===== config.mk =====
export PLATFORM = sky130hd
export DESIGN_NAME = blackjack_top
export DESIGN_NICKNAME = d
export VERILOG_FILES = /design/src/game_pkg.sv /design/src/card_pkg.sv /design/src/blackjack_top.sv /design/src/coin_bank.sv /design/src/game_fsm.sv /design/src/hand_scorer.sv /design/src/card_dealer.sv
export SDC_FILE = /design/constraint.sdc
export NUM_CORES = 1
export LEC_CHECK = 0
export BUFFER_PORTS_ARGS = -buffer_cell sky130_fd_sc_hd__buf_2
export CAP_MARGIN = 20
export CORE_ASPECT_RATIO = 0.75
export CORE_MARGIN = 2
export CORE_UTILIZATION = 55
export DETAILED_ROUTE_END_ITERATION = 8
export PLACE_DENSITY = 0.74
export SYNTH_ARGS = -nofsm -noshare
export SYNTH_HDL_FRONTEND = slang
export SYNTH_SLANG_ARGS = --single-unit

===== constraint.sdc =====
create_clock -name clk -period 3.1 [get_ports clk]
set_input_delay 0.62 -clock clk [delete_from_list [all_inputs] [get_ports clk]]
set_output_delay 0.62 -clock clk [all_outputs]
set_load 0.01 [all_outputs]

===== src/game_pkg.sv =====
`default_nettype none

package game_pkg;

    // balance and stake width
    localparam int                coin_w       = 8;
    localparam logic [coin_w-1:0] initial_coin = 8'd30;

    // ------------------------------
    // game states
    localparam int                 state_w    = 3;
    localparam logic [state_w-1:0] st_betting = 3'd0;
    localparam logic [state_w-1:0] st_deal    = 3'd1;
    localparam logic [state_w-1:0] st_player  = 3'd2;
    localparam logic [state_w-1:0] st_dealer  = 3'd3;
    localparam logic [state_w-1:0] st_result  = 3'd4;

    // ------------------------------
    // stakes returned at settlement
    localparam logic [1:0] pay_win     = 2'd2;
    localparam logic [1:0] pay_natural = 2'd3;
    localparam logic [1:0] pay_push    = 2'd1;

endpackage

`default_nettype wire


===== src/card_pkg.sv =====
`default_nettype none

package card_pkg;

    // card and score sizes
    localparam int card_w  = 4;
    localparam int score_w = 5;

    // scoring limits
    localparam logic [score_w-1:0] bust_limit   = 5'd21;
    localparam logic [score_w-1:0] ace_bonus    = 5'd10;
    localparam logic [score_w-1:0] dealer_stand = 5'd17;

    // ------------------------------
    // dealing lfsr, galois form
    localparam int                lfsr_w    = 16;
    localparam logic [lfsr_w-1:0] lfsr_taps = 16'hb400;
    localparam logic [lfsr_w-1:0] lfsr_seed = 16'hace1;

endpackage

`default_nettype wire

===== src/blackjack_top.sv =====
`timescale 1ns/1ps
`default_nettype none

module blackjack_top (
    input  logic                         clk,
    input  logic                         reset,
    input  logic                         next,
    input  logic                         hit,
    input  logic                         stand,
    input  logic                         double,
    input  logic [3:0]                   bet,
    output logic [card_pkg::card_w-1:0]  card,
    output logic                         card_valid,
    output logic [card_pkg::score_w-1:0] player_score,
    output logic [card_pkg::score_w-1:0] dealer_score,
    output logic [game_pkg::coin_w-1:0]  coin,
    output logic                         win,
    output logic                         lose,
    output logic                         push
);

    logic draw, to_dealer, clear;
    logic take_bet, take_double, settle, natural;
    logic bet_ok, double_ok;
    logic player_add, dealer_add;
    logic [2:0] player_cards;

    // ------------------------------
    // route each card to its hand
    assign player_add = card_valid && !to_dealer;
    assign dealer_add = card_valid && to_dealer;

    card_dealer u_card_dealer (
        .clk        (clk),
        .reset      (reset),
        .draw       (draw),
        .card       (card),
        .card_valid (card_valid)
    );

    hand_scorer u_player_hand (
        .clk        (clk),
        .reset      (reset),
        .clear      (clear),
        .add        (player_add),
        .card       (card),
        .score      (player_score),
        .card_count (player_cards)
    );

    // dealer card count not needed
    hand_scorer u_dealer_hand (
        .clk        (clk),
        .reset      (reset),
        .clear      (clear),
        .add        (dealer_add),
        .card       (card),
        .score      (dealer_score),
        .card_count ()
    );

    game_fsm u_game_fsm (
        .clk          (clk),
        .reset        (reset),
        .next         (next),
        .hit          (hit),
        .stand        (stand),
        .double       (double),
        .card_valid   (card_valid),
        .bet_ok       (bet_ok),
        .double_ok    (double_ok),
        .player_score (player_score),
        .dealer_score (dealer_score),
        .player_cards (player_cards),
        .draw         (draw),
        .to_dealer    (to_dealer),
        .clear        (clear),
        .take_bet     (take_bet),
        .take_double  (take_double),
        .settle       (settle),
        .natural      (natural),
        .win          (win),
        .lose         (lose),
        .push         (push)
    );

    coin_bank u_coin_bank (
        .clk         (clk),
        .reset       (reset),
        .bet         (bet),
        .take_bet    (take_bet),
        .take_double (take_double),
        .settle      (settle),
        .natural     (natural),
        .win         (win),
        .push        (push),
        .coin        (coin),
        .bet_ok      (bet_ok),
        .double_ok   (double_ok)
    );

endmodule

`default_nettype wire


===== src/coin_bank.sv =====
`timescale 1ns/1ps
`default_nettype none

module coin_bank (
    input  logic                        clk,
    input  logic                        reset,
    input  logic [3:0]                  bet,
    input  logic                        take_bet,
    input  logic                        take_double,
    input  logic                        settle,
    input  logic                        natural,
    input  logic                        win,
    input  logic                        push,
    output logic [game_pkg::coin_w-1:0] coin,
    output logic                        bet_ok,
    output logic                        double_ok
);
    import game_pkg::*;

    logic [coin_w-1:0] stake;
    logic [coin_w-1:0] payout;
    logic [1:0]        mult;

    // ------------------------------
    // affordability
    assign bet_ok    = (bet != 4'd0) && (coin_w'(bet) <= coin);
    assign double_ok = stake <= coin;

    // stakes returned, nothing on a loss
    always_comb begin
        if (win) begin
            mult = natural ? pay_natural : pay_win;
        end else if (push) begin
            mult = pay_push;
        end else begin
            mult = 2'd0;
        end
        payout = stake * mult;
    end

    always_ff @(posedge clk or posedge reset) begin
        if (reset) begin
            coin  <= initial_coin;
            stake <= '0;
        end else if (take_bet) begin
            coin  <= coin - coin_w'(bet);
            stake <= coin_w'(bet);
        end else if (take_double) begin
            // second stake of the same size
            coin  <= coin - stake;
            stake <= stake << 1;
        end else if (settle) begin
            coin <= coin + payout;
        end
    end

endmodule

`default_nettype wire


===== src/game_fsm.sv =====
`timescale 1ns/1ps
`default_nettype none

module game_fsm (
    input  logic                         clk,
    input  logic                         reset,
    input  logic                         next,
    input  logic                         hit,
    input  logic                         stand,
    input  logic                         double,
    input  logic                         card_valid,
    input  logic                         bet_ok,
    input  logic                         double_ok,
    input  logic [card_pkg::score_w-1:0] player_score,
    input  logic [card_pkg::score_w-1:0] dealer_score,
    input  logic [2:0]                   player_cards,
    output logic                         draw,
    output logic                         to_dealer,
    output logic                         clear,
    output logic                         take_bet,
    output logic                         take_double,
    output logic                         settle,
    output logic                         natural,
    output logic                         win,
    output logic                         lose,
    output logic                         push
);
    import card_pkg::*;
    import game_pkg::*;

    logic [state_w-1:0] state, state_next;
    logic [2:0] deal_cnt;
    logic busy;
    logic doubled;
    logic issue, issue_dealer, enter_result;
    logic p_bust, d_bust, out_win, out_lose, out_push;

    // ------------------------------
    // outcome from the current scores
    assign p_bust   = player_score > bust_limit;
    assign d_bust   = dealer_score > bust_limit;
    assign out_win  = !p_bust && (d_bust || player_score > dealer_score);
    assign out_lose = p_bust || (!d_bust && dealer_score > player_score);
    assign out_push = !p_bust && !d_bust && (player_score == dealer_score);

    // ------------------------------
    // next state and command decode
    always_comb begin
        state_next   = state;
        issue        = 1'b0;
        issue_dealer = 1'b0;
        take_bet     = 1'b0;
        take_double  = 1'b0;
        case (state)
            st_betting: begin
                if (next && bet_ok) begin
                    take_bet   = 1'b1;
                    state_next = st_deal;
                end
            end
            st_deal: begin
                // player, dealer, player, dealer
                if (!busy) begin
                    if (deal_cnt != 3'd4) begin
                        issue        = 1'b1;
                        issue_dealer = deal_cnt[0];
                    end else if (player_score == bust_limit || dealer_score == bust_limit) begin
                        state_next = st_result;
                    end else begin
                        state_next = st_player;
                    end
                end
            end
            st_player: begin
                // commands ignored while a card is in flight
                if (!busy) begin
                    if (p_bust) begin
                        state_next = st_result;
                    end else if (doubled || player_score == bust_limit || stand) begin
                        state_next = st_dealer;
                    end else if (hit) begin
                        issue = 1'b1;
                    end else if (double && player_cards == 3'd2 && double_ok) begin
                        take_double = 1'b1;
                        issue       = 1'b1;
                    end
                end
            end
            st_dealer: begin
                if (!busy) begin
                    if (dealer_score < dealer_stand) begin
                        issue        = 1'b1;
                        issue_dealer = 1'b1;
                    end else begin
                        state_next = st_result;
                    end
                end
            end
            st_result: begin
                if (next) begin
                    state_next = st_betting;
                end
            end
            default: state_next = st_betting;
        endcase
    end

    assign enter_result = (state_next == st_result) && (state != st_result);
    assign clear        = (state == st_result) && next;

    always_ff @(posedge clk or posedge reset) begin
        if (reset) begin
            state     <= st_betting;
            draw      <= 1'b0;
            busy      <= 1'b0;
            to_dealer <= 1'b0;
            deal_cnt  <= 3'd0;
            doubled   <= 1'b0;
            settle    <= 1'b0;
            natural   <= 1'b0;
            win       <= 1'b0;
            lose      <= 1'b0;
            push      <= 1'b0;
        end else begin
            state  <= state_next;
            draw   <= issue;
            settle <= enter_result;
            // busy covers the draw and card_valid cycles
            if (issue) begin
                busy      <= 1'b1;
                to_dealer <= issue_dealer;
            end else if (card_valid) begin
                busy <= 1'b0;
            end
            if (state == st_betting) begin
                deal_cnt <= 3'd0;
                doubled  <= 1'b0;
            end else if (issue && state == st_deal) begin
                deal_cnt <= deal_cnt + 3'd1;
            end
            if (take_double) begin
                doubled <= 1'b1;
            end
            if (enter_result) begin
                win     <= out_win;
                lose    <= out_lose;
                push    <= out_push;
                natural <= (player_cards == 3'd2) && (player_score == bust_limit);
            end else if (clear) begin
                win     <= 1'b0;
                lose    <= 1'b0;
                push    <= 1'b0;
                natural <= 1'b0;
            end
        end
    end

endmodule

`default_nettype wire


===== src/hand_scorer.sv =====
`timescale 1ns/1ps
`default_nettype none

module hand_scorer (
    input  logic                         clk,
    input  logic                         reset,
    input  logic                         clear,
    input  logic                         add,
    input  logic [card_pkg::card_w-1:0]  card,
    output logic [card_pkg::score_w-1:0] score,
    output logic [2:0]                   card_count
);
    import card_pkg::*;

    // aces counted as 1 here
    logic [score_w-1:0] hard_sum;
    logic               ace_seen;

    always_ff @(posedge clk or posedge reset) begin
        if (reset) begin
            hard_sum   <= '0;
            ace_seen   <= 1'b0;
            card_count <= 3'd0;
        end else if (clear) begin
            hard_sum   <= '0;
            ace_seen   <= 1'b0;
            card_count <= 3'd0;
        end else if (add) begin
            hard_sum <= hard_sum + score_w'(card);
            if (card == card_w'(1)) begin
                ace_seen <= 1'b1;
            end
            // saturates, only the two-card case matters
            if (card_count != 3'd7) begin
                card_count <= card_count + 3'd1;
            end
        end
    end

    // ------------------------------
    // soft score
    // one ace may count 11 if the hand stays at 21 or below
    assign score = (ace_seen && hard_sum <= (bust_limit - ace_bonus)) ?
                   hard_sum + ace_bonus : hard_sum;

endmodule

`default_nettype wire


===== src/card_dealer.sv =====
`timescale 1ns/1ps
`default_nettype none

module card_dealer (
    input  logic                       clk,
    input  logic                       reset,
    input  logic                       draw,
    output logic [card_pkg::card_w-1:0] card,
    output logic                       card_valid
);
    import card_pkg::*;

    logic [lfsr_w-1:0] lfsr;

    // 0, 14 and 15 become aces, face cards count 10
    function automatic logic [card_w-1:0] map_card(input logic [3:0] raw);
        logic [card_w-1:0] value;
        if (raw >= 4'd1 && raw <= 4'd9) begin
            value = card_w'(raw);
        end else if (raw >= 4'd10 && raw <= 4'd13) begin
            value = card_w'(10);
        end else begin
            value = card_w'(1);
        end
        return value;
    endfunction

    // free running, steps every cycle
    always_ff @(posedge clk or posedge reset) begin
        if (reset) begin
            lfsr       <= lfsr_seed;
            card_valid <= 1'b0;
        end else begin
            lfsr       <= lfsr[0] ? ((lfsr >> 1) ^ lfsr_taps) : (lfsr >> 1);
            card_valid <= draw;
        end
    end

    always_ff @(posedge clk) begin
        if (draw) begin
            card <= map_card(lfsr[3:0]);
        end
    end

endmodule

`default_nettype wire


== After elaboration in Yosys (flattened, before gate mapping) ==
Cells that the tools add are included.
Word-level totals
  flip-flop bits (word level): 67
  input port bits: 10
  logic and storage cells: 166
Operators by class
  add/sub/neg operators: 9
  multiply operators: 1
  magnitude comparators: 13
  equal/unequal tests: 13
  multiplexer cells: 67
  bitwise operators: 1
  reduce and logical (&&, ||, !) cells: 41
Operators with widths (number)
  2-to-1 mux 3 bit: 15
  2-to-1 mux 8 bit: 5
  2-to-1 mux 1 bit: 34
  2-to-1 mux 5 bit: 6
  logical AND 1 bit: 18
  nonzero test 2 bit: 9
  2-to-1 mux 16 bit: 1
  one-hot mux 3 bit (5 select lines): 1
  adder 5 x 4 -> 5 bit: 2
  adder 5 x 4 -> 5 bit (second input constant): 2
  equality test 5 bit (second input constant): 2
  > comparator 5 bit: 2
  > comparator 5 bit (second input constant): 2
  less-or-equal comparator 5 x 4 -> 1 bit (second input constant): 2
  equality test 3 x 2 -> 1 bit (second input constant): 3
  != test 3 bit (second input constant): 3
  adder 8 bit: 1
  less-or-equal comparator 4 bit (second input constant): 2
  less-or-equal comparator 4 x 8 -> 1 bit: 1
  less-or-equal comparator 8 bit: 1
  multiplier 8 x 2 -> 8 bit: 1
  2-to-1 mux 4 bit: 2
  subtractor 8 x 4 -> 8 bit: 1
  subtractor 8 bit: 1
  other kinds (18): 28

== Logic depth before layout (Yosys ltp) ==
  depth in word-level cells: 13
  depth in mapped cells: 15
  depth with buffers taken out: 14

== Cells and area by module ==
Synthesis repeated with hierarchy kept, for this count alone.
Second synthesis, totals
  cell total of the unflattened synthesis: 550
  area total of the unflattened synthesis: 5039.8 µm²
By module, submodules not included
  coin_bank: times used 1, cells each 245, area each 1964.4 µm², sequential area each 405.4 µm²
  hand_scorer: times used 2, cells each 75, area each 678.2 µm², sequential area each 225.2 µm²
  game_fsm: times used 1, cells each 120, area each 1054.8 µm², sequential area each 375.4 µm²
  card_dealer: times used 1, cells each 33, area each 648.1 µm², sequential area each 555.5 µm²
  blackjack_top: times used 1, cells each 2, area each 16.3 µm², sequential area each 0.0 µm²

== Worst setup path before layout ==
Ideal clock, no wire load.
  kind: reg-to-reg
  start: register u_game_fsm.win
  end: register u_coin_bank.coin[7] (netlist name)
  arrival: 3.146 ns
  data required time: 3.018 ns
  path slack: -0.129 ns
  cell stages (with the launch flop): 16
  buffers on the path: 1
  cells stage by stage: dfrtp_1 > clkbuf_1 > mux2_2 > nand2_1 > fa_1 > inv_1 > ha_1 > inv_1 > fa_1 > nand2b_1 > a21oi_1 > o21ai_0 > and3_1 > o21ai_0 > a22oi_2 > o22ai_1
On the way
  word-level cells in the longest chain between the ends: 6
RTL lines
  start, declared: line game_fsm.sv:24  | output logic win,
  start signal, assigned: line game_fsm.sv:145  | win <= out_win;
  2-to-1 mux 2 bit: line coin_bank.sv:31  | if (win) begin
  multiplier 8 x 2 -> 8 bit: line coin_bank.sv:38  | payout = stake * mult;
  adder 8 bit: line coin_bank.sv:53  | coin <= coin + payout;
  2-to-1 mux 8 bit: line coin_bank.sv:52  | end else if (settle) begin
  2-to-1 mux 8 bit: line coin_bank.sv:48  | end else if (take_double) begin
  2-to-1 mux 8 bit: line coin_bank.sv:45  | end else if (take_bet) begin
  end signal, assigned: line coin_bank.sv:46  | coin <= coin - coin_w'(bet);
  end signal, assigned: line coin_bank.sv:50  | coin <= coin - stake;
  end signal, assigned: line coin_bank.sv:53
  end, declared: line coin_bank.sv:14  | output logic [game_pkg::coin_w-1:0] coin,
Every way passes these cells. The select of a mux whose other input is x is not followed.
A chain may end at the register's enable or synchronous reset.

== Final worst setup path ==
  start: register u_game_fsm.win
  end: register u_coin_bank.coin[6] (netlist name)
The elaborated chain is that of the path after synthesis.

==> results.cfg <==
[worst_setup_path]
max_stage_delay_ps = 410
worst-path-buf-inv = 2
path_cells = mux2_4, buf_4, nand2_1, fa_1, inv_1, ha_1, a21o_1, a31o_2, a21oi_1, xor2_1, mux2i_1, nand2_1, o211ai_1
critPathTopFamily = compound AO/OA/AOI/OAI gates
r2r_cells = 13
crit_top_cell = nand2_1
critical_path_arrival_ps = 3150
critPathLaunchType = flip-flop
path_class = reg -> reg
cp_max_fo = 5
cp-end-kind = flip-flop
crit_slowest_cell = fa_1
required_ps = 3320
path_depth = 13

[sta]
report.final.slew_viol_count = 0
fmax_mhz = 340.5
worst_pin_slew_ps = 807.3
rsz0062_at_grt = false
post-route-period-util = 0.9474
setup_viol = 0
relSlewSlack = 0.4610
final-hold-violation-count = 0
skew_ps = 3.698
setup_tns_ps = 0
finalCriticalPeriod_ps = 2937

[global_route]
antenna_found_initial = 0
gr-usage-met1 = 0.3811
grt-ovfl-total = 0
grt-busiest-layer = met2
grt_pass1_vias = 4018
grt_use_met3 = 0.06290
groute.layer.met2.usage = 0.3876
track_usage = 0.2616
grt_pass1_wl_um = 19870
grt_start_max_net_pins = 39

[placement]
portBuffers = 35
gp_congestion = 0.9765
hpwl_um = 8970

[cts]
cts.sinks = 67
post_cts_buffers = 0
clkLatencyLatePin_ps = 340
max-clock-path-buffers = 2
cts_tree = yes
root_buffer = clkbuf_16
cts_buffers = 9
htree_levels = 3
clkTransAtPathRegs_ps = 60

[pwr]
p_leak_nw = 2.559
powerDensity_nw_per_um2 = 702.3
power.total_w = 0.003892
vdd_drop_max_uv = 463.2

[hold_path]
hold_depth = 0
hp-class = reg -> reg

[drt]
wl_per_cell_um = 17.71
vias = 4062
postRouteAntennaNets = 0
routed_wl_um = 12010
post-route-drc-count = 2
viasPerCell = 5.991
firstDrtPassIters = 7
drtIter0Drc = 293

[logic_synthesis]
yosysWarnings = 0
synth_top_area_share = 0.2598
synth_cells = 525
netlist.top_cell.by_area = dfrtp_1
synth.avg_cell_area_um2 = 9.357
netlist_area_um2 = 4912
ys_seq_elements = 67
ys_top_cells_by_area = dfrtp_1 (26%), ha_1 (10%), dfstp_2 (6.4%)
ys_types = 80
async_reset_ff_frac = 0.9403
ys_seq_area_frac = 0.3484
synth_edf_count = 4
syn_nets = 587
synth_flop_cell = dfrtp_1

[job]
cap_viol_max_count = 0

[floorplanning]
die_h_um = 85.85
io_pins = 36
initial_utilization = 0.5736
row_count = 29
core_area_um2 = 8563
die_x_um = 113.1
dieArea_um2 = 9711

[finish]
final-seq-area_um2 = 1712
layout_common_cells = nand2_1 (59), inv_1 (51), dfrtp_1 (51)
drive_gt1_frac = 0.1842
nNetsFinal = 627
multi_input_area_um2 = 2928
antennaDiodeCount = 0
layout_commonest_cell = nand2_1
area_growth_pct = 12.84
fill_cells = 704

[status]
status = finished, violations left
violations = DRC
cell usage after synthesis (all sizes together), types with 3 or more instances:
cell and instances:
nand2 59, inv 54, dfrtp 51, nor2 43
ha 41, a21oi 28, o21ai 21, xnor2 15
nor2b 13, xor2 13, dfstp 12, fa 11
buf 10, nand3 10, a211oi 9, clkbuf 8
nor3 8, a21o 7, mux2i 7, a22oi 6
and3 6, nand2b 6, nand4 6, o211ai 6
a31oi 5, and4b 4, edfxtp 4, nor4b 4
o21a 4, a21boi 3, a22o 3, a31o 3
nand3b 3, nor3b 3
per-layer routing:
| layer | wire [um] | vias to the layer above |
|---|---|---|
| met5 | 0 | - |
| met4 | 182 | 0 |
| met3 | 886 | 16 |
| met2 | 5253 | 132 |
| met1 | 5685 | 1987 |
| li1 | - | 1927 |
timing repair:
| item | in CTS | in global routing |
|---|---|---|
| hold buffers | 0 | 0 |
| pin swaps | 0 | 4 |
| resized for setup | 1 | 7 |
| endpoints found under the hold margin | 0 | 0 |
| setup endpoints to repair | 1 | 2 |
layout make-up:
class / count / share of cell area
inverter: 54 / 0.03657
sequential: 67 / 0.3088
clock buffer: 9 / 0.04063
clock inverter: 7 / 0.009029
tap: 108 / 0.02438
multi-input combinational: 386 / 0.5282
timing repair buffer: 47 / 0.05237
state kept, by name, summed over array words and instances, names as in the netlist:
| signal | flops |
|---|---|
| u_player_hand.card_count | 3 |
| u_coin_bank.stake | 8 |
| u_dealer_hand.ace_seen | 1 |
| u_player_hand.hard_sum | 5 |
| u_dealer_hand.hard_sum | 5 |
| u_game_fsm.to_dealer | 1 |
| u_player_hand.ace_seen | 1 |
| u_game_fsm.push | 1 |
| u_card_dealer.lfsr | 16 |
| u_card_dealer.card | 4 |
| u_game_fsm.settle | 1 |
| u_game_fsm.win | 1 |
| u_game_fsm.deal_cnt | 3 |
| u_coin_bank.coin | 8 |
| u_game_fsm.lose | 1 |
| u_game_fsm.natural | 1 |
| u_game_fsm.draw | 1 |
| u_game_fsm.state | 3 |
| u_game_fsm.busy | 1 |
| u_game_fsm.doubled | 1 |
| u_card_dealer.card_valid | 1 |
kinds of logic (layout without fill, tap and decap cells):
kind of cell	after synthesis	after routing	share of synthesized area
AO/OA/AOI/OAI	116	116	0.1696
XOR/XNOR	28	28	0.04992
adder cells (fa/ha/maj)	52	52	0.1493
buffers and inverters	72	117	0.06189
flip-flops	67	67	0.3484
multiplexers	8	8	0.01656
AND/OR/NAND/NOR	182	182	0.2043
where the power goes:
| group | internal (W) | switching (W) |
|---|---|---|
| clock | 0.000545 | 0.000407 |
| sequential | 0.000994 | 0.000169 |
| combinational | 0.000772 | 0.00101 |
| total | 0.00231 | 0.00158 |
worst register-to-register path: stages (launching register included):
cell and delay [ps]:
dfrtp_1 400, mux2_4 350, buf_4 160, nand2_1 70
fa_1 410, inv_1 70, ha_1 280, a21o_1 200
a31o_2 220, a21oi_1 210, xor2_1 180, mux2i_1 110
nand2_1 90, o211ai_1 80
final timing paths:
| path | slack [ps] | to | start |
|---|---|---|---|
| worst max-delay path | 160 | u_coin_bank.coin[6]$_DFFE_PP0P_ | u_game_fsm.win$_DFFE_PP0P_ |
| worst min-delay path | 360 | u_card_dealer.lfsr[5]$_DFF_PP1_ | u_card_dealer.lfsr[6]$_DFF_PP1_ |
| worst max register to register | 160 | u_coin_bank.coin[6]$_DFFE_PP0P_ | u_game_fsm.win$_DFFE_PP0P_ |
| worst min register to register | 360 | u_card_dealer.lfsr[5]$_DFF_PP1_ | u_card_dealer.lfsr[6]$_DFF_PP1_ |
| max in group asynchronous | 1900 | u_coin_bank.coin[4]$_DFFE_PP1P_ | reset |
| min in group asynchronous | 440 | u_coin_bank.stake[0]$_DFFE_PP0P_ | reset |
stage by stage:
step	cells	hold slack, ps	setup WS, ps	util	cell area [um^2]
finish	678	355.3	162.9	0.6473	5543
global route	678	364.1	20.08	0.6473	5543
CTS	678	357.2	40.23	0.6441	5515
detailed placement	662	341.0	5.413	0.6115	5236
floorplan	525	331.2	19.13	-	4916
global placement	662	339.5	84.32	0.6115	5236
Power figures use the tool's default switching activity.
